### config.mk
export PLATFORM = sky130hd
export DESIGN_NAME = command_fifo
export DESIGN_NICKNAME = d
export VERILOG_FILES = /design/src/logic/pin_ctrl_pkg.sv /design/src/logic/host_bus_pkg.sv /design/src/logic/command_fifo.sv
export SDC_FILE = /design/constraint.sdc
export NUM_CORES = 1
export LEC_CHECK = 0
export BUFFER_PORTS_ARGS = -buffer_cell sky130_fd_sc_hd__buf_4
export CORE_ASPECT_RATIO = 0.7
export CORE_UTILIZATION = 55
export CTS_BUF_LIST = sky130_fd_sc_hd__clkbuf_16
export DETAILED_ROUTE_END_ITERATION = 8
export PLACE_DENSITY = 0.72
export SYNTH_ARGS = -nofsm -noshare
export SYNTH_HDL_FRONTEND = slang
export SYNTH_SLANG_ARGS = --single-unit
export TNS_END_PERCENT = 5
### constraint.sdc
create_clock -name sys_clk -period 7.6 [get_ports sys_clk]
set_input_delay 0.38 -clock sys_clk [delete_from_list [all_inputs] [get_ports sys_clk]]
set_output_delay 0.38 -clock sys_clk [all_outputs]
set_load 0.01 [all_outputs]
### src/logic/pin_ctrl_pkg.sv
// pin-side types shared by pin controllers, sample arbiter and sample buffer
// sample stamps hold only the low 11 bits of the time counter and wrap freely
// the pin field is 4 bits wide, so at most 16 pins can be told apart
`default_nettype none

package pin_ctrl_pkg;

  // output waveform kinds; sawtooth and triangle are not supported
  typedef enum logic [1:0] {
    WAVE_CONST  = 2'd0,
    WAVE_SQUARE = 2'd1,
    WAVE_PWM    = 2'd2
  } wave_e;

  // active waveform setting of one pin
  typedef struct packed {
    wave_e       wave;
    // square: half period, pwm: full period
    logic [15:0] param_a;
    // pwm: high ticks, constant: level in bit 0
    logic [15:0] param_b;
  } pin_cfg_t;

  // one entry of the sample memory
  typedef struct packed {
    logic [3:0]  pin;
    logic        value;
    logic [10:0] stamp;
  } sample_t;

endpackage

`default_nettype wire

### src/logic/host_bus_pkg.sv
// register map, command record and opcodes of the host port
// all addresses are 16-bit word addresses on a 5-bit host address bus
// status bits above sample_dropped always read as zero
`default_nettype none

package host_bus_pkg;

  typedef enum logic [1:0] {
    OP_SET_WAVE     = 2'd0,
    OP_START_SAMPLE = 2'd1,
    OP_STOP_SAMPLE  = 2'd2,
    OP_RESET_TIME   = 2'd3
  } cmd_op_e;

  // one timed command, 72 bits
  typedef struct packed {
    logic [31:0]         exec_time;
    logic [3:0]          pin;
    cmd_op_e             op;
    pin_ctrl_pkg::wave_e wave;
    logic [15:0]         param_a;
    logic [15:0]         param_b;
  } cmd_t;

  // write side: staging registers and commit
  localparam logic [4:0] REG_TIME_HI      = 5'd0;
  localparam logic [4:0] REG_TIME_LO      = 5'd1;
  // pin in 3:0, opcode in 5:4, waveform in 7:6
  localparam logic [4:0] REG_PIN_OP       = 5'd2;
  localparam logic [4:0] REG_PARAM_A      = 5'd3;
  localparam logic [4:0] REG_PARAM_B      = 5'd4;
  localparam logic [4:0] REG_COMMIT       = 5'd5;

  // read side
  localparam logic [4:0] REG_STATUS       = 5'd8;
  localparam logic [4:0] REG_SAMPLE       = 5'd9;
  localparam logic [4:0] REG_SAMPLE_COUNT = 5'd10;
  localparam logic [4:0] REG_TIME_NOW     = 5'd11;

  // status word, fifo_empty in bit 0
  typedef struct packed {
    logic [11:0] reserved;
    logic        sample_dropped;
    logic        cmd_dropped;
    logic        fifo_full;
    logic        fifo_empty;
  } status_t;

endpackage

`default_nettype wire

### src/logic/command_fifo.sv
// synchronous first-word-fall-through FIFO of command records
// head is valid whenever empty is low; a push while full is ignored
// FIFO_DEPTH need not be a power of two
`timescale 1ns/1ps
`default_nettype none

module command_fifo #(
  parameter int FIFO_DEPTH = 16
) (
  input  logic               sys_clk,
  input  logic               global_clock_reset,
  input  logic               push,
  input  host_bus_pkg::cmd_t din,
  input  logic               pop,
  output host_bus_pkg::cmd_t head,
  output logic               empty,
  output logic               full
);

  localparam int AW = (FIFO_DEPTH > 1) ? $clog2(FIFO_DEPTH) : 1;
  localparam int CW = $clog2(FIFO_DEPTH + 1);

  host_bus_pkg::cmd_t mem [FIFO_DEPTH];
  logic [AW-1:0]      wr_ptr;
  logic [AW-1:0]      rd_ptr;
  logic [CW-1:0]      occ;
  logic               wr_ok;
  logic               rd_ok;

  assign empty = (occ == '0);
  assign full  = (occ == CW'(FIFO_DEPTH));
  assign wr_ok = push && !full;
  assign rd_ok = pop && !empty;
  // fall-through head
  assign head  = mem[rd_ptr];

  // storage, no reset
  always_ff @(posedge sys_clk) begin
    if (wr_ok) begin
      mem[wr_ptr] <= din;
    end
  end

  always_ff @(posedge sys_clk) begin
    if (global_clock_reset) begin
      wr_ptr <= '0;
      rd_ptr <= '0;
      occ    <= '0;
    end else begin
      if (wr_ok) begin
        wr_ptr <= (wr_ptr == AW'(FIFO_DEPTH - 1)) ? '0 : wr_ptr + 1'b1;
      end
      if (rd_ok) begin
        rd_ptr <= (rd_ptr == AW'(FIFO_DEPTH - 1)) ? '0 : rd_ptr + 1'b1;
      end
      // simultaneous push and pop leave occupancy alone
      if (wr_ok && !rd_ok) begin
        occ <= occ + 1'b1;
      end else if (rd_ok && !wr_ok) begin
        occ <= occ - 1'b1;
      end
    end
  end

endmodule

`default_nettype wire

==> results.sh <==
export IMPL_status="finished, final reports clean"
export IMPL_yosysMostFrequentCell="edfxtp_1"
export IMPL_power_density_mw_per_mm2=296
export IMPL_min_from="din[16]"
export IMPL_routed_wl_um=93600
export IMPL_ir_drop_mv=0.248
export IMPL_antenna_left=0
export IMPL_crit_type="reg -> out"
export IMPL_dp_slack_ns=3.87
export IMPL_cts_buffers=103
export IMPL_initial_core_util=0.557
export IMPL_hpwl_um=46800
export IMPL_area_growth_pct=14.3
export IMPL_async_reset_ff_frac=0
export IMPL_synth_nets=1958
export IMPL_die_area_mm2=0.0810
export IMPL_hold_path_end="mem[4][16]"
export IMPL_whs_ns=0.0438
export IMPL_drive_gt1_frac=0.289
export IMPL_cp_start_kind="flip-flop"
export IMPL_max_freq_ghz=0.233
export IMPL_seqCellArea_mm2=0.0349
export IMPL_first_pass_iters=5
export IMPL_skew_ns=0.0282
export IMPL_final_util=0.637
export IMPL_rows=86
export IMPL_rsz0062_at_grt="no"
export IMPL_max_slew_margin=0.183
export IMPL_netlist_area_mm2=0.0439
export IMPL_r2r_start="occ[0]"
export IMPL_cts_tree="yes"
export IMPL_placed_cell_area_mm2=0.0463
export IMPL_synth_area_leader_cell="edfxtp_1"
export IMPL_grt_max_degree=127
export IMPL_wl_per_cell_um=28.6
export IMPL_finalCritPeriodShare=0.564
export IMPL_power_leakage_nw=15.8
export IMPL_critPathCaptureType="primary output"
export IMPL_crit_required_ns=7.22
export IMPL_syn_area_per_cell_um2=23.5
export IMPL_cts_max_path_buffers=3
export IMPL_synthFlopType="edfxtp_1"
export IMPL_hold_depth=1
export IMPL_die_height_um=238
export IMPL_drtIter0Drc=2190
export IMPL_setup_slack_ns=3.32
export IMPL_min_period_ns=4.28
export IMPL_cts_root_buf="clkbuf_16"
export IMPL_final_cell_area_mm2=0.0502
export IMPL_drc=0
export IMPL_grt_pass1_vias=21355
export IMPL_fp_dieW_um=340
export IMPL_io_pins=150
export IMPL_hp_class="in -> reg"
export IMPL_core_area_mm2=0.0789
export IMPL_reg2reg_to="mem[9][7]"
export IMPL_vias=20436
export IMPL_grt_pass1_wl_um=139000
export IMPL_grt_util_all_layers=0.235
export IMPL_num_fill_cells=5080
export IMPL_cts_num_sinks=1169
export IMPL_portBuffers=149
export IMPL_crit_fanout=48
export IMPL_synth_top_area_frac=0.787
export IMPL_drv_slew=0
export IMPL_fin_setup_tns_ns=0
export IMPL_setup_violations=0
export IMPL_syn_inst=1871
export IMPL_antenna_found_initial=6
export IMPL_synth_edf_count=1152
export IMPL_r2r_cells=7
export IMPL_htreeDepth=3
export IMPL_via_per_inst=6.24
export IMPL_place_gp_congestion=0.730
export IMPL_cts_resized=0
export IMPL_synth_commonest_cells="edfxtp_1 (1152), mux4_2 (288), a22oi_1 (144)"
export IMPL_nNetsFinal=2223
export IMPL_synth_seq_area_share=0.795
export IMPL_ys_ff_latch=1169
export IMPL_clock_latency_ns=0.68
export IMPL_synth_cell_types=39
export IMPL_clk_pin_slew_ns=0.06
export IMPL_r2r_slack_ns=4.10
export IMPL_ys_warnings_count=0
export IMPL_cap_violations=0
export IMPL_overflow=0
export IMPL_hold_violations=0
export IMPL_synth_area_leaders="edfxtp_1 (79%), mux4_2 (15%), a22oi_1 (2.5%), dfxtp_1 (0.77%), nand2_1 (0.67%)"
export IMPL_multi_input_area_mm2=0.00858
export IMPL_tightest_slew_ns=1.22
export IMPL_worst_ep_arrival_time_ns=3.90
## layer usage
metal  GRT usage  up-vias  routed length [um]
li1            -     8551                   -
met3      0.0479      122                7710
met2       0.378      841               45900
met1       0.339    10914               38200
met5           0        -                  55
met4      0.0536        8                1710
## cells in the final DEF, fill, tap and decap left out, drive strengths merged, types with 17 or more instances in the layout
master and count:
inv 33, dfxtp 17, edfxtp 1152, a22oi 144, dlygate4sd3 71, nor2 28
buf 189, clkbuf 104, mux4 288, nand2 79, clkinv 44
## report_power, final
group	internal [W]	switching [W]	leakage (nW)	total [W]
Clock	0.00269	0.00223	1.62	0.00492
Sequential	0.00727	0.000131	10.5	0.00740
Combinational	0.00130	0.00123	3.67	0.00253
## timing repair
item                                    CTS  global route
hold buffers                             71             0
setup endpoints to repair                 0             0
setup buffers                             0             0
endpoints found under the hold margin  1082             0
## flip-flops by register name, summed over array words and instances, names as in the netlist, named ones only
name / cells
rd_ptr: 4
wr_ptr: 4
mem: 1152
occ: 5
## layout make-up
class / instances / area share
clock inverter: 80 / 0.0111
inverter: 7 / 0.000523
clock buffer: 104 / 0.0518
timing repair buffer: 260 / 0.0434
tap: 1056 / 0.0263
sequential: 1169 / 0.696
antenna: 2 / 0.0000997
multi-input combinational: 595 / 0.171
## stage by stage
stage,power (W),instances
6_report,0.0148,3273
3_5_place_dp,0.0101,3016
3_3_place_gp,0.0100,3016
5_1_grt,0.0154,3273
4_1_cts,0.0150,3271
2_1_floorplan,0.00930,1871
## how the worst max path moves through the flow
| stage | slack (ns) | to | cells past startpoint | start |
|---|---|---|---|---|
| after floorplan | 1.19 | mem[0][0] | 6 | occ[0] |
| after global placement | 3.94 | head[35] | 5 | flip-flop |
| after detailed placement | 3.87 | head[35] | 5 | flip-flop |
| after CTS | 3.14 | head[35] | 5 | flip-flop |
| after global routing | 2.97 | head[35] | 5 | flip-flop |
| final | 3.32 | head[35] | 5 | flip-flop |
## cell families after synthesis
group / synth area share
buffers and inverters: 0.0126
adder cells (fa/ha/maj): 0.00330
flip-flops: 0.795
multiplexers: 0.149
AND/OR/NAND/NOR: 0.0114
XOR/XNOR: 0.000997
AO/OA/AOI/OAI: 0.0280
## worst max-delay path, stage by stage (launching register included)
cell and delay [ns]:
dfxtp_4 0.92, buf_4 0.86, mux4_2 0.60, a22oi_1 0.31, nand2_1 0.19, buf_4 0.19
(Power assumes the default switching activity.)
