[src/logic/pin_ctrl_pkg.sv]
// pin-side types shared by pin controllers, sample arbiter and sample buffer
// sample stamps hold only the low 11 bits of the time counter and wrap freely
// the pin field is 4 bits wide, so at most 16 pins can be told apart
`default_nettype none

package pin_ctrl_pkg;

  // output waveform kinds; sawtooth and triangle are not supported
  typedef enum logic [1:0] {
    WAVE_CONST  = 2'd0,
    WAVE_SQUARE = 2'd1,
    WAVE_PWM    = 2'd2
  } wave_e;

  // active waveform setting of one pin
  typedef struct packed {
    wave_e       wave;
    // square: half period, pwm: full period
    logic [15:0] param_a;
    // pwm: high ticks, constant: level in bit 0
    logic [15:0] param_b;
  } pin_cfg_t;

  // one entry of the sample memory
  typedef struct packed {
    logic [3:0]  pin;
    logic        value;
    logic [10:0] stamp;
  } sample_t;

endpackage

`default_nettype wire

[src/logic/host_bus_pkg.sv]
// register map, command record and opcodes of the host port
// all addresses are 16-bit word addresses on a 5-bit host address bus
// status bits above sample_dropped always read as zero
`default_nettype none

package host_bus_pkg;

  typedef enum logic [1:0] {
    OP_SET_WAVE     = 2'd0,
    OP_START_SAMPLE = 2'd1,
    OP_STOP_SAMPLE  = 2'd2,
    OP_RESET_TIME   = 2'd3
  } cmd_op_e;

  // one timed command, 72 bits
  typedef struct packed {
    logic [31:0]         exec_time;
    logic [3:0]          pin;
    cmd_op_e             op;
    pin_ctrl_pkg::wave_e wave;
    logic [15:0]         param_a;
    logic [15:0]         param_b;
  } cmd_t;

  // write side: staging registers and commit
  localparam logic [4:0] REG_TIME_HI      = 5'd0;
  localparam logic [4:0] REG_TIME_LO      = 5'd1;
  // pin in 3:0, opcode in 5:4, waveform in 7:6
  localparam logic [4:0] REG_PIN_OP       = 5'd2;
  localparam logic [4:0] REG_PARAM_A      = 5'd3;
  localparam logic [4:0] REG_PARAM_B      = 5'd4;
  localparam logic [4:0] REG_COMMIT       = 5'd5;

  // read side
  localparam logic [4:0] REG_STATUS       = 5'd8;
  localparam logic [4:0] REG_SAMPLE       = 5'd9;
  localparam logic [4:0] REG_SAMPLE_COUNT = 5'd10;
  localparam logic [4:0] REG_TIME_NOW     = 5'd11;

  // status word, fifo_empty in bit 0
  typedef struct packed {
    logic [11:0] reserved;
    logic        sample_dropped;
    logic        cmd_dropped;
    logic        fifo_full;
    logic        fifo_empty;
  } status_t;

endpackage

`default_nettype wire

[src/logic/pin_controller.sv]
// one pin: constant, square or PWM output plus a periodic input sampler
// param_a must be at least 1 for square, PWM and sampling
// a capture that finds the previous request still ungranted is skipped
`timescale 1ns/1ps
`default_nettype none

module pin_controller #(
  parameter int PIN_INDEX = 0
) (
  input  logic                  sys_clk,
  input  logic                  global_clock_reset,
  input  logic                  cmd_bus_valid,
  input  host_bus_pkg::cmd_t    cmd_bus,
  input  logic [31:0]           time_now,
  input  logic                  pin_in,
  output logic                  pin_out,
  output logic                  sample_req,
  output pin_ctrl_pkg::sample_t sample_word,
  input  logic                  sample_grant
);

  localparam logic [3:0] MY_PIN = 4'(PIN_INDEX);

  pin_ctrl_pkg::pin_cfg_t cfg;
  logic [15:0]            tick;
  logic                   sq_level;
  logic                   sample_on;
  logic [15:0]            sample_period;
  logic [15:0]            sample_cnt;
  logic                   hit;
  logic                   tick_last;
  logic                   capture;
  logic                   take;

  assign hit       = cmd_bus_valid && (cmd_bus.pin == MY_PIN);
  assign tick_last = (tick == cfg.param_a - 16'd1);
  assign capture   = sample_on && (sample_cnt == sample_period - 16'd1);
  // a grant in the same cycle frees the slot for the new capture
  assign take      = capture && (!sample_req || sample_grant);

  // waveform state
  always_ff @(posedge sys_clk) begin
    if (global_clock_reset) begin
      cfg      <= '{wave: pin_ctrl_pkg::WAVE_CONST, param_a: 16'd0, param_b: 16'd0};
      tick     <= '0;
      sq_level <= 1'b0;
    end else if (hit && (cmd_bus.op == host_bus_pkg::OP_SET_WAVE)) begin
      cfg      <= '{wave: cmd_bus.wave, param_a: cmd_bus.param_a, param_b: cmd_bus.param_b};
      tick     <= '0;
      // square always starts with its high half
      sq_level <= 1'b1;
    end else begin
      // one counter wraps at param_a for both square and pwm
      tick <= tick_last ? '0 : tick + 16'd1;
      if (tick_last && (cfg.wave == pin_ctrl_pkg::WAVE_SQUARE)) begin
        sq_level <= ~sq_level;
      end
    end
  end

  always_comb begin
    case (cfg.wave)
      pin_ctrl_pkg::WAVE_SQUARE: pin_out = sq_level;
      pin_ctrl_pkg::WAVE_PWM:    pin_out = (tick < cfg.param_b);
      default:                   pin_out = cfg.param_b[0];
    endcase
  end

  // sampler control and request handshake
  always_ff @(posedge sys_clk) begin
    if (global_clock_reset) begin
      sample_on     <= 1'b0;
      sample_period <= '0;
      sample_cnt    <= '0;
      sample_req    <= 1'b0;
    end else begin
      if (hit && (cmd_bus.op == host_bus_pkg::OP_START_SAMPLE)) begin
        sample_on     <= 1'b1;
        sample_period <= cmd_bus.param_a;
        sample_cnt    <= '0;
      end else if (hit && (cmd_bus.op == host_bus_pkg::OP_STOP_SAMPLE)) begin
        sample_on <= 1'b0;
      end else if (sample_on) begin
        sample_cnt <= capture ? '0 : sample_cnt + 16'd1;
      end
      // request held until granted
      if (sample_grant) begin
        sample_req <= 1'b0;
      end
      if (take) begin
        sample_req <= 1'b1;
      end
    end
  end

  // captured word
  always_ff @(posedge sys_clk) begin
    if (take) begin
      sample_word <= '{pin: MY_PIN, value: pin_in, stamp: time_now[10:0]};
    end
  end

endmodule

`default_nettype wire

[config.mk]
export PLATFORM = sky130hd
export DESIGN_NAME = pin_controller
export DESIGN_NICKNAME = d
export VERILOG_FILES = /design/src/logic/pin_ctrl_pkg.sv /design/src/logic/host_bus_pkg.sv /design/src/logic/pin_controller.sv
export SDC_FILE = /design/constraint.sdc
export NUM_CORES = 1
export LEC_CHECK = 0
export ABC_AREA = 1
export BUFFER_PORTS_ARGS = -buffer_cell sky130_fd_sc_hd__clkbuf_2
export CORE_UTILIZATION = 37
export CTS_BUF_LIST = sky130_fd_sc_hd__clkbuf_4
export DETAILED_ROUTE_END_ITERATION = 10
export PLACE_DENSITY = 0.59
export SLEW_MARGIN = 10
export SYNTH_ARGS = -nofsm -noshare
export SYNTH_HDL_FRONTEND = slang
export SYNTH_SLANG_ARGS = --single-unit
[constraint.sdc]
create_clock -name sys_clk -period 3.5 [get_ports sys_clk]
set_input_delay 0.525 -clock sys_clk [delete_from_list [all_inputs] [get_ports sys_clk]]
set_output_delay 0.525 -clock sys_clk [all_outputs]
set_load 0.01 [all_outputs]
==> results.toml <==
[worst_setup_path]
crit_path_start_kind = "flop"
cp_max_fo = 6
path_cells = "ha_1, a21oi_1, o21ai_0, a31oi_1, o21ai_0, nand2_1, nand2_1, a21oi_1, clkbuf_2"
setup.worst_path.end_class = "primary output"
crit_buf_inv = 1
critPathMaxStageDelay_ns = 0.50
cp_slowest_cell = "dfxtp_1"
path_class = "reg -> out"
crit_family = "compound AO/OA/AOI/OAI gates"
arrival_ns = 2.22
required_ns = 2.97

[cts]
clkSlewWorstSetupHoldPaths_ns = 0.17
cts_sinks = 97
cts_root_buffer = "clkbuf_4"
cts_resized = 0
cts_hold_buf = 0
clock_latency_ns = 0.48
post_cts_buffers = 0
cts_buffer_depth = 2
htreeDepth = 3
cts_tree = "yes"
numCtsBuffers = 9

[pwr]
power_leakage_uw = 0.002808
p_per_area_mw_per_mm2 = 315.9
vdd_drop_max_mv = 0.1648

[sta]
fin_crit_sh = 0.7834
hold_viol_final = 0
tightest_slew_ns = 0.7363
max_freq_mhz = 364.7
final_max_slew_viol_count = 0
fin_crit_ns = 2.742
whs_ns = 0.2035
rsz0062_at_grt = "no"
relSlewSlack = 0.5086
fin_tns_setup_ns = 0
setup_viol = 0
skew_ns = 0.02823

[placed_design]
place_hpwl_mm = 10.10
io_buffers = 69
gp_congestion = 0.8270

[die]
rows = 44
die_x_um = 124.8
die_area_mm2 = 0.01557
start_util = 0.3810
core_region_area_mm2 = 0.01464
dieHeight_um = 124.8
io_pins = 127

[routing]
wl_per_cell_um = 12.76
drcViolationCount = 12
vias = 4853
drt_pass1_iterations = 8
drt-initial-drc-count = 285
drtAntennaViolNets = 0
wirelength_mm = 13.14
via_per_inst = 4.712

[layout]
drive_gt1_frac = 0.1621
area_delta_synth_final_pct = 12.20
nets = 970
fill_cells = 1565

[hold_path]
hold_class = "in -> reg"

[synthesis]
synth_edf_count = 12
syn_area_per_cell_um2 = 7.236
syn_inst = 771
synthArstFlopShare = 0
synth_ff_type = "dfxtp_1"
yosysSeqAreaShare = 0.3696
syn_area_mm2 = 0.005579
yosysWarnings = 0
synthDistinctLibCells = 42
yosys_register_bits = 97

[run_status]
status = "finished, violations left"
failed_checks = "design-rule violations"

[grt]
antenna_found_initial = 1
grt_pass1_wl_mm = 21.46
grt-ovfl-total = 0
grt_pass1_vias = 4348
grt_max_degree = 55
gr-usage-all-layers = 0.1734

[run]
drv_cap = 0
[area by class of cell]
cell class | instances | area (µm²) | share of cell area
Multi-Input combinational cell | 556 | 3040 | 0.4857
Sequential cell | 97 | 2062 | 0.3294
Timing Repair Buffer | 74 | 382.9 | 0.06116
Inverter | 102 | 382.9 | 0.06116
Tap cell | 184 | 230.2 | 0.03678
Clock inverter | 6 | 83.83 | 0.01339
Clock buffer | 10 | 75.07 | 0.01199
Antenna cell | 1 | 2.502 | 0.0003998
[worst paths after layout]
kind	cells past startpoint	startpoint	to	slack, ns
max	9	tick[3]$_SDFF_PP0_	pin_out	0.76
max reg2reg	13	sample_period[0]$_SDFFE_PP0P_	sample_word[3]$_DFFE_PP_	0.95
min reg2reg	2	cfg[12]$_SDFFE_PP0P_	cfg[12]$_SDFFE_PP0P_	0.48
min	1	time_now[6]	sample_word[6]$_DFFE_PP_	0.20
[synthesized netlist by cell type (all sizes together) (2+ instances only)]
cell type  instances  area share
ha                21       0.047
edfxtp            12       0.065
o21ai             13       0.012
dfxtp             85        0.31
xor2              32       0.050
o21bai             2      0.0034
o21a               2      0.0027
clkbuf            12      0.0081
a21oi             35       0.032
inv              102       0.069
nor2             137        0.11
nand3             36       0.039
a211oi            34       0.046
or2                6      0.0067
xnor2             15       0.024
nand2            181        0.12
nor3              13       0.016
a31oi              2      0.0022
buf                7       0.011
nand4             14       0.016
nand3b             4      0.0054
[power breakdown]
| group | leakage (µW) | total (µW) | internal (µW) | switching, µW |
|---|---|---|---|---|
| combinational | 0.00192 | 146 | 57.8 | 88.5 |
| clock | 0.0000901 | 690 | 296 | 394 |
| sequential | 0.000793 | 1140 | 1130 | 8.33 |
| total | 0.00281 | 1980 | 1490 | 491 |
[through the flow]
stage          instances  cell area [µm²]  power [µW]  utilization  setup WS (ns)
6_report            1030             6260        1977       0.4275         0.7581
5_1_grt             1030             6260        2061       0.4275         0.5411
4_1_cts             1029             6257        2002       0.4273         0.6837
3_5_place_dp        1013             6098        1312       0.4164         0.9235
3_3_place_gp        1013             6098        1311       0.4164         0.9467
2_1_floorplan        774             5590        1259            -          1.207
[layout by cell type, fill, tap and decap left out, types with 3 or more instances in the layout]
cell and n:
nor2_1 117, buf_4 5, a21oi_1 34, nor2_4 5, inv_2 5, clkbuf_4 10
nor2_2 15, xor2_1 32, nand3_1 30, nand2_2 4, inv_1 97, nand3b_1 4
xnor2_1 15, dfxtp_1 85, o21ai_0 12, a211oi_1 34, ha_1 21, nand3_2 5
nand2_1 176, nor3_2 5, clkbuf_2 69, edfxtp_1 12, clkinv_2 3, or2_2 3
conb_1 4, nor3_1 8, nand4_1 14
[state kept, by name, summed over array words and instances (netlist names)]
register and flops:
tick 16, sample_cnt 16, sample_on 1, sample_req 1
sample_period 16, sq_level 1, sample_word 12, cfg 34
[per-layer routing]
layer  up-vias  GRT usage  share of wire
met5         -          0              0
met4         0    0.04575          0.012
met3         9    0.04124          0.037
met2        69     0.3017           0.48
met1      2173     0.2130           0.47
li1       2602          -              -
[cells by family (layout without fill, tap and decap cells)]
family	Yosys count	count (layout)	synth area share
AO/OA/AOI/OAI	91	91	0.1016
adder cells (fa/ha/maj)	21	21	0.04710
XOR/XNOR	48	48	0.07782
buffers and inverters	121	192	0.08746
other	1	5	0.0006722
flip-flops	97	97	0.3696
AND/OR/NAND/NOR	392	392	0.3158
Power figures use the tool's default switching activity.
