--- src/logic/pin_ctrl_pkg.sv ---
// pin-side types shared by pin controllers, sample arbiter and sample buffer
// sample stamps hold only the low 11 bits of the time counter and wrap freely
// the pin field is 4 bits wide, so at most 16 pins can be told apart
`default_nettype none

package pin_ctrl_pkg;

  // output waveform kinds; sawtooth and triangle are not supported
  typedef enum logic [1:0] {
    WAVE_CONST  = 2'd0,
    WAVE_SQUARE = 2'd1,
    WAVE_PWM    = 2'd2
  } wave_e;

  // active waveform setting of one pin
  typedef struct packed {
    wave_e       wave;
    // square: half period, pwm: full period
    logic [15:0] param_a;
    // pwm: high ticks, constant: level in bit 0
    logic [15:0] param_b;
  } pin_cfg_t;

  // one entry of the sample memory
  typedef struct packed {
    logic [3:0]  pin;
    logic        value;
    logic [10:0] stamp;
  } sample_t;

endpackage

`default_nettype wire

--- src/logic/sample_buffer.sv ---
// circular sample memory, oldest word always shown on rd_data
// a write into a full buffer is lost and sets the sticky sample_dropped
// count is zero-extended to 16 bits for the host read word
`timescale 1ns/1ps
`default_nettype none

module sample_buffer #(
  parameter int SAMPLE_DEPTH = 64
) (
  input  logic                  sys_clk,
  input  logic                  global_clock_reset,
  input  logic                  wr_en,
  input  pin_ctrl_pkg::sample_t wr_data,
  input  logic                  rd_pop,
  output pin_ctrl_pkg::sample_t rd_data,
  output logic [15:0]           count,
  output logic                  sample_dropped
);

  localparam int AW = (SAMPLE_DEPTH > 1) ? $clog2(SAMPLE_DEPTH) : 1;
  localparam int CW = $clog2(SAMPLE_DEPTH + 1);

  pin_ctrl_pkg::sample_t mem [SAMPLE_DEPTH];
  logic [AW-1:0]         wr_ptr;
  logic [AW-1:0]         rd_ptr;
  logic [CW-1:0]         occ;
  logic                  full;
  logic                  wr_ok;
  logic                  rd_ok;

  assign full    = (occ == CW'(SAMPLE_DEPTH));
  assign wr_ok   = wr_en && !full;
  assign rd_ok   = rd_pop && (occ != '0);
  assign rd_data = mem[rd_ptr];
  assign count   = 16'(occ);

  always_ff @(posedge sys_clk) begin
    if (wr_ok) begin
      mem[wr_ptr] <= wr_data;
    end
  end

  always_ff @(posedge sys_clk) begin
    if (global_clock_reset) begin
      wr_ptr         <= '0;
      rd_ptr         <= '0;
      occ            <= '0;
      sample_dropped <= 1'b0;
    end else begin
      if (wr_ok) begin
        wr_ptr <= (wr_ptr == AW'(SAMPLE_DEPTH - 1)) ? '0 : wr_ptr + 1'b1;
      end
      if (rd_ok) begin
        rd_ptr <= (rd_ptr == AW'(SAMPLE_DEPTH - 1)) ? '0 : rd_ptr + 1'b1;
      end
      if (wr_ok && !rd_ok) begin
        occ <= occ + 1'b1;
      end else if (rd_ok && !wr_ok) begin
        occ <= occ - 1'b1;
      end
      // sticky until reset
      if (wr_en && full) begin
        sample_dropped <= 1'b1;
      end
    end
  end

endmodule

`default_nettype wire

--- config.mk ---
export PLATFORM = sky130hd
export DESIGN_NAME = sample_buffer
export DESIGN_NICKNAME = d
export VERILOG_FILES = /design/src/logic/pin_ctrl_pkg.sv /design/src/logic/sample_buffer.sv
export SDC_FILE = /design/constraint.sdc
export NUM_CORES = 1
export LEC_CHECK = 0
export BUFFER_PORTS_ARGS = -buffer_cell sky130_fd_sc_hd__buf_2
export CORE_ASPECT_RATIO = 1.75
export CORE_MARGIN = 2
export CORE_UTILIZATION = 48
export CTS_CLUSTER_DIAMETER = 80
export DETAILED_ROUTE_END_ITERATION = 12
export SKIP_CTS_REPAIR_TIMING = 1
export SYNTH_ARGS = -nofsm -noshare
export SYNTH_HDL_FRONTEND = slang
export SYNTH_SLANG_ARGS = --single-unit
--- constraint.sdc ---
create_clock -name sys_clk -period 6.5 [get_ports sys_clk]
set_input_delay 0.325 -clock sys_clk [delete_from_list [all_inputs] [get_ports sys_clk]]
set_output_delay 0.325 -clock sys_clk [all_outputs]
set_load 0.02 [all_outputs]
==> impl_results.md, run 1 <==
* Status: complete, no violations
* Input/output buffers at 43
* ANT cells at 0
* Largest net degree at the start of global routing at 104
* WP data required at around 6.2 ns
* PD cells at 346 mW/mm2
* Register area at ~0.031 mm2
* Met1 global-route usage at 0.294
* Initial Utilization at 0.483
* CTS tree: yes
* Die Y at 389 um
* First-pass GRT wire length at 149 mm
* Commonest non-fill, non-tap cell in the layout: edfxtp_1
* Share of cells above drive strength 1 at 0.243
* Area of the multi-input gates at 0.00876 mm2
* Syn avg cell area at 21.1 um2
* Ports placed on the boundary at 53
* Final Power at 15.6 mW
* WL/cell at 32.4 um
* ANT nets after route at 0
* H-tree lvl count at 3
* Via count at 19.8k
* Critical path launch point type: flop
* Synth Cell Area at 0.0407 mm2
* Fill cells at 6433
* Vias in the first global route at 20.4k
* Total GRT Usage at 0.243
* Unrepaired setup endpoints after global routing: false
* Final GP Congestion at 0.916
* Nets at between 2k and 2.5k
* Worst slew pin tran at 1.32 ns
* Cells after Synth at roughly 1.9k
* Root buf cell: clkbuf_16
* 1st-pass router iterations at 5
* Critical Path AT at 4.03 ns
* CTS clock-pin slew for the worst setup and hold paths at 0.06 ns
* Number of cell rows at 141
* Yosys warnings at 0
* CTS Buf Count at 92
* Min Tclk post-route at 4.35 ns
* Setup crit end kind: output port
* Busiest layer in global routing: met2
* Pins Over Slew Limit at 0
* Setup ws final at 2.15 ns
* Post-layout util at 0.536
* Final Cycle Share at 0.670
* Sequential area share after synthesis at 0.767
* Routed vias/inst at 6.18
* CORE AREA at between 0.08 and 0.09 mm2
* Detailed-placement wirelength estimate at 63.9 mm
* Top_reg_cell synth: edfxtp_1
* Worst Path Max Fanout at 41
* Hold crit path type: in2reg
* Clock latency on the worst-skew pair at 0.69 ns
* Worst slew margin at 0.119
* Pleak at 13.9 nW
* Met3 usage at 0.0406
* Die footprint at 0.0873 mm2
* DRC at 0
* Maxcap violations at 0
* Hold Vio Cnt, Final at 0
* Sink Count at 1050
* EDFF count, synth at between 1k and 1.5k
* GR Util met2 at 0.432
* Synth async-reset ratio at 0
* DR iter-0 viols at roughly 2.1k
* Initial antenna violation count at 2
* Width of the chip at around 220 um
* Area Growth Syn to Fin at 11.0%
* DRT Wirelength at 104 mm
* # setup viols final at 0
* Crit Path Category: reg2out
* Grt ovf at 0
* Max clock buf depth at 3
* Sum Neg Setup Slack at 0 ns
* Most frequent cells in the layout: edfxtp_1 (1024), mux4_2 (230), nor2_1 (116), clkbuf_16 (93), buf_4 (90)
* Max Freq at 230 MHz
* Number of synthesized register bits at between 1k and 1.5k
* VDD IR-drop max at approximately 0.00023 V
* Synth cell types at 69
* Clock Skew at 0.0196 ns
* Post-Place Worst Slack at about 2.8 ns
[layer usage]
metal | wire [um] | share of wire
met5 | 0 | 0
met4 | 4550 | 0.044
met2 | 55400 | 0.53
met3 | 6570 | 0.063
met1 | 37500 | 0.36
[layout make-up]
cell class              instances  area share
clock buffers                 115      0.0535
inverters                      14     0.00116
well taps                    1072      0.0297
multi-input cells             767       0.194
clock inverters                50     0.00847
repair buffers                138      0.0217
flip-flops and latches       1050       0.692
[report_power, final]
part           internal, mW  total, mW  switching [mW]  leakage (nW)
Sequential             7.50       7.62           0.125          9.43
Clock                  2.84       5.24            2.40          1.37
Combinational          1.20       2.78            1.58          3.13
Total                  11.5       15.6            4.10          13.9
[sequential cells by signal, summed over array words and instances (netlist names), named ones only]
name	cells
mem	1024
occ	7
rd_ptr	6
sample_dropped	1
wr_ptr	6
[Yosys cell counts (all sizes together), types with 11 or more instances]
cell type	n	area share
a21oi	28	0.0034
a22oi	31	0.0057
a31oi	17	0.0026
buf	73	0.014
clkbuf	34	0.0031
dfxtp	26	0.013
edfxtp	1024	0.75
inv	13	0.0012
mux2	15	0.0041
mux2i	55	0.014
mux4	234	0.13
nand2	43	0.0040
nand3	11	0.0014
nor2	117	0.011
nor2b	14	0.0021
o21ai	19	0.0023
o221ai	21	0.0045
o22ai	22	0.0034
or3	23	0.0035
[path summary, 6_finish.rpt]
kind / cells after the start / from / slack [ns] / endpoint
worst min register to register: 2 / sample_dropped$_SDFFE_PP0P_ / 0.48 / sample_dropped$_SDFFE_PP0P_
worst min-delay path: 2 / global_clock_reset / 0.09 / wr_ptr[2]$_SDFFE_PP0P_
worst max register to register: 5 / occ[0]$_SDFFE_PP0P_ / 2.91 / mem[31][2]$_DFFE_PP_
worst max-delay path: 7 / flop / 2.15 / rd_data[3]
[logic make-up (layout without fill, tap and decap cells)]
logic type / Yosys count / in the layout / synth area share
compound gates: 191 / 191 / 0.0337
xor+xnor: 8 / 8 / 0.00172
fa+ha+maj: 10 / 10 / 0.00326
buf+inv: 121 / 317 / 0.0183
flops: 1050 / 1050 / 0.767
mux: 304 / 304 / 0.147
other cells: 1 / 9 / 0.0000920
simple gates: 245 / 245 / 0.0281
[worst max-delay path, cell delays in order, from the launching register on]
cell,delay [ns]
dfxtp_4,0.64
buf_4,0.72
inv_2,0.48
nor2_1,0.52
a22oi_1,0.19
a31oi_1,0.46
or3_1,0.17
buf_2,0.16
[stage by stage]
step / instance area [um2] / std cells / hold slack [ns]
after global placement: 42400 / 3040 / 0.463
after CTS: 45200 / 3205 / -0.0892
after global routing: 45200 / 3206 / 0.0903
final: 45200 / 3206 / 0.0879
after floorplan: 40800 / 1938 / 0.424
after detailed placement: 42400 / 3040 / 0.464
Power figures use the tool's default switching activity.
==> inputs of run 2 (changes only) <==
- PLACE_DENSITY: not set -> 0.66
- clock period: 6.5 -> 3.5 ns (I/O delays scaled with it)
==> run 2 against run 1 <==
  * The flow now finishes with violations (negative setup slack)
  * Largest cell class unchanged
  * Final cell count is 2.8% higher
  * First-iteration DRC count is 15% higher
  * Flip-flop and latch count stayed put
==> impl_results.md, run 2 (synthesized netlist as in run 1, its figures left out) <==
* Ports placed on the boundary at between 50 and 60
* Post-layout util at 0.551
* DR iter-0 viols at 2436
* DRC at 0
* DRT Wirelength at 104 mm
* CTS tree: yes
* Worst path top cell family by delay: buffers and inverters
* First-pass GRT wire length at 146 mm
* Worst slew pin tran at 1.25 ns
* # setup viols final at 2
* Routed met3 length at ~6.7 mm
* WL/cell at 31.5 um
* Total GRT Usage at 0.238
* Initial Utilization at 0.483
* Setup ws final at -0.0149 ns
* Vias in the first global route at about 21k
* Detailed-placement wirelength estimate at 64.8 mm
* Critical Path AT at between 3 and 4 ns
* Sink Count at 1050
* Slowest CP cell: dfxtp_4
* CORE AREA at 0.0843 mm2
* Pins Over Slew Limit at 0
* Routed vias/inst at ~6.2
* Largest net degree at the start of global routing at 65
* Unrepaired setup endpoints after global routing: true
* Register with the most flip-flops: mem
* Max reg flops at 1024
* Hold crit path type: in2reg
* Max Freq at between 200 and 300 MHz
* Final Cycle Share at 1.00
* Met2 Wirelength at approximately 55 mm
* Cells along the critical path: buf_12 > nand2b_1 > buf_4 > o221ai_1 > a21oi_1 > or3_1 > buf_2
* Initial antenna violation count at 11
* Share of cells above drive strength 1 at 0.285
* Maxcap violations at 0
* Crit Path Category: reg2out
* Width of the chip at between 200 and 250 um
* Buffers & Inverters on Critical Path at 3
* Fill cells at 6246
* Critical path launch point type: flop
* Largest regs: mem (1024), occ (7)
* Clock latency on the worst-skew pair at 0.68 ns
* CTS Buf Count at 91
* Grt ovf at 0
* Input/output buffers at 43
* Max clock buf depth at 3
* Failing checks: negative setup slack
* Worst Path Max Fanout at 19
* Hold Vio Cnt, Final at 0
* Met1 Wirelength at about 36 mm
* Worst slew margin at 0.165
* Dpl cell area at 0.0431 mm2
* Worst path max stage delay at 0.62 ns
* Status: complete, but fails checks
* Final GP Congestion at approximately 0.91
* Most frequent cells in the layout: edfxtp_1 (1024), mux4_2 (231), buf_4 (153), nor2_1 (114), clkbuf_16 (97)
* ANT nets after route at 0
* WP data required at 3.32 ns
* CTS clock-pin slew for the worst setup and hold paths at 0.06 ns
* Commonest non-fill, non-tap cell in the layout: edfxtp_1
* Post-Place Worst Slack at 0.322 ns
* Nets at 2178
* Pleak at 14.6 nW
* PD cells at approximately 650 mW/mm2
* Die footprint at between 0.08 and 0.09 mm2
* Area Growth Syn to Fin at 14.1%
* Highest routed layer: met5
* H-tree lvl count at 3
* Clock Skew at 0.0227 ns
* ANT cells at 0
* Root buf cell: clkbuf_16
* Setup crit end kind: output port
* Min Tclk post-route at 3.51 ns
* Number of cell rows at 141
* Die Y at 389 um
* VDD IR-drop max at 0.000457 V
* Via count at 20.5k
* Hold_ws at 0.0282 ns
* 1st-pass router iterations at 6
* Post-route cell area at 0.0465 mm2
==> run 2: worst paths after layout <==
path,depth (start not counted),start,endpoint,slack (ns)
max,7,flop,rd_data[9],-0.01
min,1,wr_data[11],mem[1][11]$_DFFE_PP_,0.03
max reg2reg,10,occ[0]$_SDFFE_PP0P_,occ[6]$_SDFFE_PP0P_,0.42
min reg2reg,2,sample_dropped$_SDFFE_PP0P_,sample_dropped$_SDFFE_PP0P_,0.49
==> run 2: power breakdown <==
| group | switching [mW] | total [mW] | internal (mW) | leakage, nW |
|---|---|---|---|---|
| clock network | 4.54 | 10.4 | 5.83 | 1.50 |
| registers | 0.133 | 14.1 | 13.9 | 9.43 |
| logic | 3.18 | 5.93 | 2.75 | 3.67 |
==> run 2: routing by layer <==
metal	vias to the layer above	global-route usage
met1	10800	0.275
met3	244	0.0330
met4	2	0.135
li1	8505	-
met5	-	0
met2	941	0.424
==> run 2: cell type report <==
class	instances	area [um2]	share of cell area
Sequential cell	1050	31300	0.673
Multi-Input combinational cell	767	8820	0.190
Clock buffer	101	2380	0.0512
Timing Repair Buffer	224	1930	0.0415
Tap cell	1072	1340	0.0288
Clock inverter	68	693	0.0149
Inverter	14	52.6	0.00113
==> run 2: through the flow <==
step | TNS, ns | total power, mW | instances
global placement | 0 | 19.9 | 3110
global route | -0.0747 | 31.3 | 3296
floorplan | 0 | 18.1 | 1938
finish | -0.0217 | 30.3 | 3296
detailed placement | 0 | 20.0 | 3110
CTS | -4.72 | 30.2 | 3279
==> inputs of run 3 (changes only) <==
- ABC_AREA: not set -> 1
==> run 3 against run 2 <==
  * The flow finishes with violations (negative hold slack)
  * Critical path depth grew 3
  * Maximum frequency up 3.6%
  * Final cell count grew 51%
  * Power rose by 2.5%
  * Core utilization decreased by 1.6 points
  * Register-to-register slack improved by 0.23 ns
  * Clock power about the same
  * Synthesized cell count up 90%
  * Sequential power is essentially flat
  * Via count up 36%
  * Global-route usage grew 0.32 points
  * Critical path type unchanged
  * Largest cell class unchanged
==> impl_results.md, run 3 <==
* Status: complete, but fails checks
* Failing checks: negative hold slack
* Hold Vio Cnt, Final at 2
* Die Y at 401 um
* Share of cells above drive strength 1 at 0.0874
* Layout Cells excl Fill at 4963
* Pins Over Slew Limit at 0
* VDD IR-drop max at 0.000547 V
* Critical path depth at 10
* Setup crit end kind: output port
* WL/cell at 22.4 um
* Yosys top cell area share at 0.712
* Detailed-placement wirelength estimate at between 60 and 70 mm
* Commonest non-fill, non-tap cell in the layout: nand2_1
* Initial Utilization at 0.484
* CTS tree: yes
* Hold Crit Start: rd_pop
* Clock Skew at 0.0240 ns
* CORE AREA at 0.0893 mm2
* DRC at 0
* Register with the most flip-flops: mem
* EDFF count, synth at between 1k and 1.5k
* Most frequent cells in the layout: nand2_1 (1325), edfxtp_1 (1024), nand3_1 (879), buf_4 (110), clkbuf_16 (91)
* Synth async-reset ratio at 0
* Ports placed on the boundary at 53
* CTS Buf Count at 90
* Sum Neg Setup Slack at 0 ns
* Top_reg_cell synth: edfxtp_1
* 1st-pass router iterations at 6
* Input/output buffers at 43
* Slowest CP cell: dfxtp_4
* Sink Count at approximately 1.1k
* Critical Path AT at 3.22 ns
* Via count at 27.8k
* Placed Cells at 4795
* Width of the chip at 231 um
* Worst path top cell family by delay: simple AND/OR/NAND/NOR gates
* Maxcap violations at 0
* Grt ovf at 0
* Final GP Congestion at 0.883
* Die footprint at just over 0.09 mm2
* Number of synthesized register bits at 1050
* ANT cells at 0
* Max reg flops at between 1k and 1.5k
* Met1 Wirelength at 40.9 mm
* Synth area leader: edfxtp_1
* Hold path depth at 5
* Max clock buf depth at 3
* Largest net degree at the start of global routing at 150
* Yosys warnings at 0
* Area contributors post-synth: edfxtp_1 (71%), nand2_1 (12%), nand3_1 (10%)
* DRT Wirelength at 111 mm
* Unrepaired setup endpoints after global routing: false
* Hold_ws at -0.0245 ns
* # setup viols final at 0
* Sequential area share after synthesis at 0.724
* Worst slew pin tran at 1.19 ns
* Final Cycle Share at 0.970
* Root buf cell: clkbuf_16
* Hold crit path type: in2reg
* Cells along the critical path: buf_12 > nand2_1 > nand3_1 > nand3_1 > nand2_1 > nand2_1 > nand3_1 > nand3_1 > nand2_1 > buf_2
* Worst Path Max Fanout at 149
* Max Freq at 295 MHz
* Number of cell rows at 145
* Synth cell types at 28
* Worst path max stage delay at 0.51 ns
* Highest routed layer: met4
* CTS clock-pin slew for the worst setup and hold paths at 0.06 ns
* Buffers & Inverters on Critical Path at 2
* Reg2reg setup slack at roughly 0.65 ns
* Most instantiated cells after synthesis: nand2_1 (1325), edfxtp_1 (1024), nand3_1 (879)
* Worst reg2reg path depth at 15
* DR iter-0 viols at roughly 2.6k
* Pleak at approximately 17 nW
* Met2 Wirelength at 57.8 mm
* Worst slew margin at 0.206
* Area Growth Syn to Fin at 10.6%
* Syn avg cell area at 11.8 um2
* Synth Cell Area at 0.0432 mm2
* Routed met3 length at 6.84 mm
* Crit Path Category: reg2out
* Largest regs: mem (1024), occ (7)
* PD cells at 651 mW/mm2
* Initial antenna violation count at 0
* Nets at about 3.7k
* H-tree lvl count at 3
* Reg2Reg Launch Point: occ[0]$_SDFFE_PP0P_
* Vias in the first global route at between 20k and 30k
* Cells after Synth at 3671
* Total GRT Usage at 0.241
* First-pass GRT wire length at 166 mm
* Most common cell in the netlist: nand2_1
* WP data required at 3.32 ns
* Routed vias/inst at 5.60
* Clock latency on the worst-skew pair at a little under 0.7 ns
* ANT nets after route at 0
* Capture point of the worst reg-to-reg path: occ[5]$_SDFFE_PP0P_
* Min Tclk post-route at between 3 and 4 ns
* Critical path launch point type: flop
-- run 3: cell count changes after synthesis, moves of 23 or more --
| cell | previous run | this run |
|---|---|---|
| a22oi_1 | 31 | 0 |
| buf_2 | 20 | 83 |
| buf_4 | 28 | 53 |
| buf_6 | 17 | 52 |
| inv_1 | 11 | 34 |
| mux2i_1 | 55 | 0 |
| mux4_2 | 230 | 0 |
| nand2_1 | 43 | 1325 |
| nand3_1 | 11 | 879 |
| nor2_1 | 116 | 73 |
| or3_1 | 23 | 0 |
-- run 3: logic make-up after synthesis --
kind of cell,count (synthesis),synth area share
DFF,1050,0.724
buffers and inverters,274,0.0403
xor gates and xnor gates,11,0.00223
adders and majority gates,10,0.00307
and+or+nand+nor,2294,0.227
other,1,0.0000868
AOI/OAI and AO/OA,31,0.00388
-- run 3: cell type report --
class / instances / area, um2
clock buffers: 106 / 2350
well taps: 1176 / 1470
inverters: 39 / 173
flip-flops and latches: 1050 / 31300
repair buffers: 178 / 1510
fillers: 7381 / 41500
clock inverters: 59 / 783
multi-input cells: 2355 / 10200
-- run 3: how the worst max path moves through the flow --
stage,start,to
2_1_floorplan,occ[1]$_SDFFE_PP0P_,occ[5]$_SDFFE_PP0P_
3_3_place_gp,occ[0]$_SDFFE_PP0P_,occ[6]$_SDFFE_PP0P_
3_5_place_dp,occ[0]$_SDFFE_PP0P_,occ[5]$_SDFFE_PP0P_
4_1_cts,flop,rd_data[6]
5_1_grt,flop,rd_data[10]
6_report,flop,rd_data[6]
-- run 3: per-stage QoR --
| step | total power, mW | utilization | worst slack [ns] | instance area (um2) | hold WS, ns |
|---|---|---|---|---|---|
| 3_5_place_dp | 20.7 | 0.500 | 0.666 | 44600 | 0.461 |
| 5_1_grt | 32.3 | 0.536 | 0.000192 | 47800 | 0.00938 |
| 6_report | 31.1 | 0.536 | 0.107 | 47800 | -0.0245 |
| 4_1_cts | 31.2 | 0.535 | 0.125 | 47800 | -0.245 |
| 3_3_place_gp | 20.7 | 0.500 | 0.792 | 44600 | 0.455 |
| 2_1_floorplan | 18.8 | - | 0.938 | 43200 | 0.274 |
-- run 3: report_power, final --
| group | switching [mW] | internal [mW] | leakage [nW] |
|---|---|---|---|
| logic | 4.61 | 1.86 | 6.29 |
| clock network | 4.46 | 6.16 | 1.53 |
| registers | 0.115 | 13.9 | 9.43 |
| total | 9.18 | 21.9 | 17.3 |
-- run 3: layer usage --
| metal | global-route usage | vias to the layer above |
|---|---|---|
| met4 | 0.123 | 0 |
| met5 | 0 | - |
| met2 | 0.425 | 1065 |
| met1 | 0.286 | 13500 |
| li1 | - | 12900 |
| met3 | 0.0336 | 249 |
-- run 3: worst reg2reg max path: stages, from the launching register on --
cell	delay, ns
dfxtp_1	0.44
inv_2	0.09
nand4_2	0.14
nor3_1	0.06
nor2_1	0.35
inv_1	0.20
ha_1	0.28
inv_1	0.20
ha_1	0.32
nand2_1	0.09
inv_1	0.05
nand4_1	0.07
nand3_1	0.09
xor2_1	0.16
o21ai_0	0.14
inv_1	0.05
